File: src/logic/spi_pkg.sv
`default_nettype none

package spi_pkg;

  // ~~~~~~~~~~~~~~~~~~~~~~~~~~~~~~
  // Frame geometry
  // ~~~~~~~~~~~~~~~~~~~~~~~~~~~~~~
  localparam int cmd_width     = 12;
  localparam int read_width    = 8;
  localparam int addr_bits_out = 4;  // Opcode plus address, then the line turns around.
  localparam int sclk_half     = 4;  // Core cycles per sclk phase.
  localparam int bit_cnt_width = 4;

  // Command field positions.
  localparam int op_pos   = 11;
  localparam int addr_msb = 10;
  localparam int addr_lsb = 8;
  localparam int data_msb = 7;

  typedef enum logic {
    op_read  = 1'b0,
    op_write = 1'b1
  } spi_op_e;

  typedef enum logic [2:0] {
    idle,
    load,
    shift_out,
    shift_in,
    finish
  } shift_state_e;

endpackage

`default_nettype wire

File: src/logic/req_pkg.sv
`default_nettype none

package req_pkg;

  localparam int num_req   = 2;
  localparam int rsp_width = 8;

  // Doubles as the bit index into per-requester vectors.
  typedef enum logic {
    req_a = 1'b0,
    req_b = 1'b1
  } req_id_e;

endpackage

`default_nettype wire

File: src/logic/spi_cmd_if.sv
`timescale 1ns/1ps
`default_nettype none

interface spi_cmd_if;
  import spi_pkg::*;
  import req_pkg::*;

  logic                 cmd_valid;
  logic                 cmd_ready;
  logic [cmd_width-1:0] cmd;
  logic                 rsp_valid;  // Single-cycle pulse, no ready.
  logic [rsp_width-1:0] rsp_data;

  modport requester (
    output cmd_valid,
    output cmd,
    input  cmd_ready,
    input  rsp_valid,
    input  rsp_data
  );

  modport engine (
    input  cmd_valid,
    input  cmd,
    output cmd_ready,
    output rsp_valid,
    output rsp_data
  );

endinterface

`default_nettype wire

File: src/logic/spi_arbiter.sv
`timescale 1ns/1ps
`default_nettype none

module spi_arbiter (
  input  logic         clk,
  input  logic         rst_n,
  spi_cmd_if.engine    a_port,
  spi_cmd_if.engine    b_port,
  spi_cmd_if.requester eng_port
);
  import req_pkg::*;

  req_id_e            last_srv;
  req_id_e            owner;
  req_id_e            pick;
  logic               locked;
  logic               eng_hs;
  logic [num_req-1:0] req_vld;
  logic [num_req-1:0] req_hs;

  assign req_vld = {b_port.cmd_valid, a_port.cmd_valid};

  // ~~~~~~~~~~~~~~~~~~~~~~~~~~~~~~
  // Round-robin choice
  // ~~~~~~~~~~~~~~~~~~~~~~~~~~~~~~
  always_comb
  begin
    if (req_vld[req_a] && req_vld[req_b])
      pick = (last_srv == req_a) ? req_b : req_a;  // The one not served last wins.
    else if (req_vld[req_b])
      pick = req_b;
    else
      pick = req_a;
  end

  assign eng_port.cmd_valid = !locked && req_vld[pick];
  assign eng_port.cmd       = (pick == req_a) ? a_port.cmd : b_port.cmd;

  // A port is ready when it would win, or when the other port has nothing pending.
  assign a_port.cmd_ready = !locked && eng_port.cmd_ready &&
                            (pick == req_a || !req_vld[req_b]);
  assign b_port.cmd_ready = !locked && eng_port.cmd_ready &&
                            (pick == req_b || !req_vld[req_a]);

  assign eng_hs = eng_port.cmd_valid && eng_port.cmd_ready;
  assign req_hs = {b_port.cmd_valid && b_port.cmd_ready,
                   a_port.cmd_valid && a_port.cmd_ready};

  // Lock holds from the command handshake until the response pulse.
  always_ff @(posedge clk or negedge rst_n)
  begin
    if (!rst_n)
    begin
      locked   <= 1'b0;
      owner    <= req_a;
      last_srv <= req_b;  // So that a wins the first contest.
    end
    else if (eng_hs)
    begin
      locked   <= 1'b1;
      owner    <= pick;
      last_srv <= pick;
    end
    else if (eng_port.rsp_valid)
    begin
      locked <= 1'b0;
    end
  end

  // ~~~~~~~~~~~~~~~~~~~~~~~~~~~~~~
  // Response steering
  // ~~~~~~~~~~~~~~~~~~~~~~~~~~~~~~
  assign a_port.rsp_valid = eng_port.rsp_valid && locked && (owner == req_a);
  assign b_port.rsp_valid = eng_port.rsp_valid && locked && (owner == req_b);
  assign a_port.rsp_data  = eng_port.rsp_data;
  assign b_port.rsp_data  = eng_port.rsp_data;

  // The engine only answers a command this arbiter handed it.
  rsp_while_locked: assert property (@(posedge clk) disable iff (!rst_n)
    eng_port.rsp_valid |-> locked);

  // Two ports never complete a handshake in the same cycle.
  single_grant: assert property (@(posedge clk) disable iff (!rst_n)
    $onehot0(req_hs));

endmodule

`default_nettype wire

File: src/logic/spi_shifter.sv
`timescale 1ns/1ps
`default_nettype none

module spi_shifter (
  input  logic      clk,
  input  logic      rst_n,
  spi_cmd_if.engine host,
  output logic      sclk,
  output logic      cs_n,
  output logic      mosi,
  input  logic      miso
);
  import spi_pkg::*;

  shift_state_e             state;
  spi_op_e                  op;
  logic [cmd_width-1:0]     shreg;
  logic [bit_cnt_width-1:0] div_cnt;
  logic [bit_cnt_width-1:0] bit_cnt;
  logic                     cmd_hs;
  logic                     half_done;
  logic                     last_out;
  logic                     last_in;

  assign host.cmd_ready = (state == idle);
  assign cmd_hs         = host.cmd_valid && host.cmd_ready;
  assign half_done      = (div_cnt == bit_cnt_width'(sclk_half - 1));

  // A write sends the whole word; a read stops after opcode and address.
  assign last_out = (op == op_write) ? (bit_cnt == bit_cnt_width'(cmd_width - 1))
                                     : (bit_cnt == bit_cnt_width'(addr_bits_out - 1));
  assign last_in  = (bit_cnt == bit_cnt_width'(read_width - 1));

  // ~~~~~~~~~~~~~~~~~~~~~~~~~~~~~~
  // Control FSM and bus pins
  // ~~~~~~~~~~~~~~~~~~~~~~~~~~~~~~
  always_ff @(posedge clk or negedge rst_n)
  begin
    if (!rst_n)
    begin
      state   <= idle;
      op      <= op_read;
      div_cnt <= '0;
      bit_cnt <= '0;
      sclk    <= 1'b0;
      cs_n    <= 1'b1;
      mosi    <= 1'b0;
    end
    else
    begin
      case (state)
        idle:
        begin
          if (cmd_hs)
          begin
            op    <= spi_op_e'(host.cmd[op_pos]);
            state <= load;
          end
        end
        load:
        begin
          cs_n    <= 1'b0;
          mosi    <= shreg[cmd_width-1];  // First bit goes out with chip select.
          div_cnt <= '0;
          bit_cnt <= '0;
          state   <= shift_out;
        end
        shift_out:
        begin
          div_cnt <= half_done ? '0 : div_cnt + 1'b1;
          if (half_done)
          begin
            sclk <= ~sclk;
            if (sclk)
            begin
              // Falling edge closes a bit period.
              if (last_out && op == op_write)
              begin
                cs_n  <= 1'b1;
                mosi  <= 1'b0;
                state <= finish;
              end
              else if (last_out)
              begin
                mosi    <= 1'b0;
                bit_cnt <= '0;
                state   <= shift_in;
              end
              else
              begin
                mosi    <= shreg[cmd_width-2];
                bit_cnt <= bit_cnt + 1'b1;
              end
            end
          end
        end
        shift_in:
        begin
          div_cnt <= half_done ? '0 : div_cnt + 1'b1;
          if (half_done)
          begin
            sclk <= ~sclk;
            if (sclk && last_in)
            begin
              cs_n  <= 1'b1;
              state <= finish;
            end
            else if (sclk)
            begin
              bit_cnt <= bit_cnt + 1'b1;
            end
          end
        end
        finish:
        begin
          state <= idle;
        end
        default:
        begin
          state <= idle;
        end
      endcase
    end
  end

  // Shift register holds the command on the way out and the read byte on the way in.
  always_ff @(posedge clk)
  begin
    if (cmd_hs)
      shreg <= host.cmd;
    else if (state == shift_out && half_done && sclk && !last_out)
      shreg <= {shreg[cmd_width-2:0], 1'b0};
    else if (state == shift_in && half_done && !sclk)
      shreg <= {shreg[cmd_width-2:0], miso};  // Sample on rising sclk.
  end

  assign host.rsp_valid = (state == finish);
  assign host.rsp_data  = (op == op_write) ? '0 : shreg[read_width-1:0];

  cs_high_in_idle: assert property (@(posedge clk) disable iff (!rst_n)
    (state == idle) |-> cs_n);

  sclk_low_when_deselected: assert property (@(posedge clk) disable iff (!rst_n)
    cs_n |-> !sclk);

endmodule

`default_nettype wire

File: src/logic/spi_hub_top.sv
`timescale 1ns/1ps
`default_nettype none

module spi_hub_top (
  input  logic                           clk,
  input  logic                           rst_n,
  input  logic                           a_cmd_valid,
  input  logic [spi_pkg::cmd_width-1:0]  a_cmd,
  output logic                           a_cmd_ready,
  output logic                           a_rsp_valid,
  output logic [req_pkg::rsp_width-1:0]  a_rsp_data,
  input  logic                           b_cmd_valid,
  input  logic [spi_pkg::cmd_width-1:0]  b_cmd,
  output logic                           b_cmd_ready,
  output logic                           b_rsp_valid,
  output logic [req_pkg::rsp_width-1:0]  b_rsp_data,
  output logic                           sclk,
  output logic                           cs_n,
  output logic                           mosi,
  input  logic                           miso
);

  spi_cmd_if a_if ();
  spi_cmd_if b_if ();
  spi_cmd_if eng_if ();

  // Port a onto its channel.
  assign a_if.cmd_valid = a_cmd_valid;
  assign a_if.cmd       = a_cmd;
  assign a_cmd_ready    = a_if.cmd_ready;
  assign a_rsp_valid    = a_if.rsp_valid;
  assign a_rsp_data     = a_if.rsp_data;

  // Port b onto its channel.
  assign b_if.cmd_valid = b_cmd_valid;
  assign b_if.cmd       = b_cmd;
  assign b_cmd_ready    = b_if.cmd_ready;
  assign b_rsp_valid    = b_if.rsp_valid;
  assign b_rsp_data     = b_if.rsp_data;

  spi_arbiter u_arbiter (
    .clk      (clk),
    .rst_n    (rst_n),
    .a_port   (a_if.engine),
    .b_port   (b_if.engine),
    .eng_port (eng_if.requester)
  );

  spi_shifter u_shifter (
    .clk   (clk),
    .rst_n (rst_n),
    .host  (eng_if.engine),
    .sclk  (sclk),
    .cs_n  (cs_n),
    .mosi  (mosi),
    .miso  (miso)
  );

endmodule

`default_nettype wire

File: config.mk
export PLATFORM = sky130hd
export DESIGN_NAME = spi_hub_top
export DESIGN_NICKNAME = d
export VERILOG_FILES = /design/src/logic/spi_pkg.sv /design/src/logic/req_pkg.sv /design/src/logic/spi_cmd_if.sv /design/src/logic/spi_arbiter.sv /design/src/logic/spi_shifter.sv /design/src/logic/spi_hub_top.sv
export SDC_FILE = /design/constraint.sdc
export NUM_CORES = 1
export LEC_CHECK = 0
export BUFFER_PORTS_ARGS = -buffer_cell sky130_fd_sc_hd__buf_2
export CAP_MARGIN = 10
export CELL_PAD_IN_SITES_DETAIL_PLACEMENT = 1
export CELL_PAD_IN_SITES_GLOBAL_PLACEMENT = 2
export CORE_MARGIN = 2
export CORE_UTILIZATION = 34
export DETAILED_ROUTE_END_ITERATION = 8
export PLACE_DENSITY_LB_ADDON = 0.1
export SLEW_MARGIN = 20
export SYNTH_ARGS = -nofsm -noshare
export SYNTH_HDL_FRONTEND = slang
export SYNTH_SLANG_ARGS = --single-unit
File: constraint.sdc
create_clock -name clk -period 3 [get_ports clk]
set_input_delay 0.3 -clock clk [delete_from_list [all_inputs] [get_ports clk]]
set_output_delay 0.3 -clock clk [all_outputs]
set_load 0.01 [all_outputs]
==> metrics.txt <==
final hold violations=0; cell count of the worst reg-to-reg path=3; CTS sink count=30; worst r2r dst=u_shifter.shreg[4]; post-synthesis adder-cell area fraction=1.326%; Finished Cell Area=0.002230 sq mm; slew of the pin with the lowest slew margin=730.6 ps; number of synthesized flops with an enable pin=12; final setup vio count=0; num ports=52; flops & latches, synth=30; Worst R2R Start=u_shifter.state[0]; Pleak=0.0009912 uW; # Max-Cap Violations=0; maximum fanout along the worst path=20; CTS HTree Levels=2; compound-cell area share of the yosys netlist=18.50%; Yosys cell types=58; Setup TNS=0 ps; CTS tree=done; num rows=27; WHS Endpoint=u_arbiter.last_srv; clk_skew=5.240 ps; leading cell type in the layout, fill and taps excluded=buf_2; most frequent cells in the layout=buf_2 (51), nor2_1 (21), dfrtp_1 (16); post-cts sizing count=0; initial core utilization=34.69%; largest family of logic cells by synthesized area=simple AND/OR/NAND/NOR gates; RSZ-0062 raised after global routing=no; clock period minus worst slack=2192 ps; Worst Setup Start Kind=register; period utilization=73.08%; post-synthesis mux area share=9.218%; worst skew pair latency=280 ps; Setup Buffers After CTS=0; Clk pin slew, worst setup/hold paths=60 ps; GPL Wtd Cong=0.7322; Max Fclk=456.1 MHz; post-DP HPWL=3390 microns; Tightest Hold Check Type=in2reg; Worst Min Path Start=a_cmd_valid; number of fill cells in the layout=641; PortBufs=51; WL per Instance=15.06 microns; global-route wire length before repair=7596 microns; CTS Buf Count=5; DR vias/cell=5.053; Synth Net Count=214; outcome=completed; pre-CTS setup slack=797.9 ps; Placed Instance Area=0.002130 sq mm; kind of end point of the critical path=register; Die X=78.50 microns; total grt overflow=0; WHS=231.9 ps; Routed Antenna Nets=0; Tot GR Track Use=15.85%; Layout area overhead=18.17%; Die Ht=78.50 microns; synth warn=0; CP required=2920 ps; Final WS setup=807.6 ps; share of cells above drive strength 1=35.37%; Core ar.=0.005439 sq mm; sequential share of the synthesized area=43.10%; Worst R2R Setup Slack=810 ps; relative slew slack=51.01%; NumNets Final=259; post-synthesis cell count=183; DR pass1 iterations=4; worst setup path class=reg2reg; Post-synth ARST share=60.00%; die area=0.006161 sq mm; DRC Markers=0; peak supply drop=0.2726 mV; n_diodes=0; WHS Path Cells=2; max-slew violations=0; crit path from=u_shifter.state[0]; DR iter-0 viols=57; largest net degree at the start of global routing=28; Post-Synth Simple-Gate Area=19.69%; vias=1521; vias in the first global route=1551; clk buf depth=2; clock root buffer=clkbuf_8; initial antenna violation count=0; Post-Synth XOR/XNOR Area=0.9284%; WL final=4534 microns; Post-Syn Area per Cell=10.31 sq um; WP data arrival=2110 ps; Placed Cells=292; pwr/cell area=870.5 mW/mm^2; Finished Layout Cells=301; Netlist Area Pre-Place=0.001887 sq mm; Post-synth top flop=dfrtp_1
==> Yosys cell counts (2+ instances only) <==
master	n	area share (%)
nand2b_1	2	0.66
clkbuf_1	3	0.60
a22o_1	2	0.93
o21ai_0	6	1.6
nand2_1	6	1.2
nand3_1	3	0.80
inv_1	5	0.99
nor3_1	4	1.1
a21oi_2	3	1.4
nor2_1	21	4.2
ha_1	2	1.3
o221ai_1	2	0.93
mux2_2	2	1.2
nand4b_1	2	0.93
o2bb2ai_1	2	0.93
mux2i_1	14	7.4
buf_4	9	3.6
nor2b_1	8	2.7
a21o_1	2	0.80
edfxtp_1	12	19
buf_6	3	1.8
o21a_1	4	1.6
a21oi_1	12	3.2
o21ai_1	2	0.53
o31ai_1	2	0.80
dfstp_2	2	2.8
nand3b_1	2	0.80
dfrtp_1	16	21
==> final cells by class <==
| cell class | instances | area [sq um] | area share (%) |
|---|---|---|---|
| clock buffer | 8 | 90.09 | 4.040 |
| inverter | 5 | 18.77 | 0.8418 |
| multi-input combinational | 132 | 937.1 | 42.03 |
| sequential | 30 | 813.3 | 36.48 |
| tap | 72 | 90.09 | 4.040 |
| timing repair buffer | 54 | 280.3 | 12.57 |
==> metrics by stage <==
| step | util, % | power (uW) |
|---|---|---|
| after global routing | 40.99 | 2092 |
| after CTS | 40.99 | 1974 |
| final | 40.99 | 1941 |
| after floorplan | - | 1408 |
| after global placement | 39.15 | 1588 |
| after detailed placement | 39.15 | 1618 |
==> logic make-up (layout without fill, tap and decap cells) <==
| group | after synthesis | count (layout) |
|---|---|---|
| AOI/OAI and AO/OA | 48 | 48 |
| adders and majority gates | 2 | 2 |
| buffers and inverters | 21 | 67 |
| xor gates and xnor gates | 2 | 2 |
| and+or+nand+nor | 63 | 63 |
| muxes | 17 | 17 |
| DFF | 30 | 30 |
==> worst max-delay path, cell delays in order, from the launching register on <==
cell	delay [ps]
dfrtp_1	610
or4_4	670
nor2_8	130
a21o_1	420
==> power by group <==
group | switching (uW) | internal [uW] | leakage (uW) | total (uW)
Sequential | 181 | 595 | 0.000329 | 776
Combinational | 444 | 380 | 0.000617 | 824
Clock | 154 | 187 | 0.0000455 | 341
==> how the worst max path moves through the flow <==
stage                              end  slack [ps]  cells after the start
CTS                 u_shifter.shreg[4]         790                      3
global route        u_shifter.shreg[4]         670                      3
finish              u_shifter.shreg[4]         810                      3
detailed placement  u_shifter.shreg[4]         800                      3
floorplan           u_shifter.shreg[0]        1060                      4
global placement    u_shifter.shreg[4]         850                      3
==> state kept, by name, summed over array words and instances, names as in the netlist <==
register            cells
u_shifter.sclk          1
u_shifter.div_cnt       4
u_shifter.op            1
u_shifter.bit_cnt       4
u_arbiter.owner         1
u_shifter.cs_n          1
u_shifter.state         3
u_arbiter.last_srv      1
u_arbiter.locked        1
u_shifter.mosi          1
u_shifter.shreg        12
==> per-layer routing <==
| layer | global-route usage, % | vias up | part of all wire [%] |
|---|---|---|---|
| met5 | 0 | - | 0 |
| met4 | 6.316 | 0 | 0.88 |
| met3 | 2.874 | 4 | 3.5 |
| met2 | 28.79 | 31 | 52 |
| met1 | 18.35 | 740 | 44 |
| li1 | - | 746 | - |
==> what timing repair did <==
| item | in CTS | in global routing |
|---|---|---|
| setup endpoints to repair | 0 | 0 |
| hold endpoints to repair | 16 | 0 |
| hold buffers | 1 | 0 |
No activity file was read; power rests on OpenSTA's default activity.
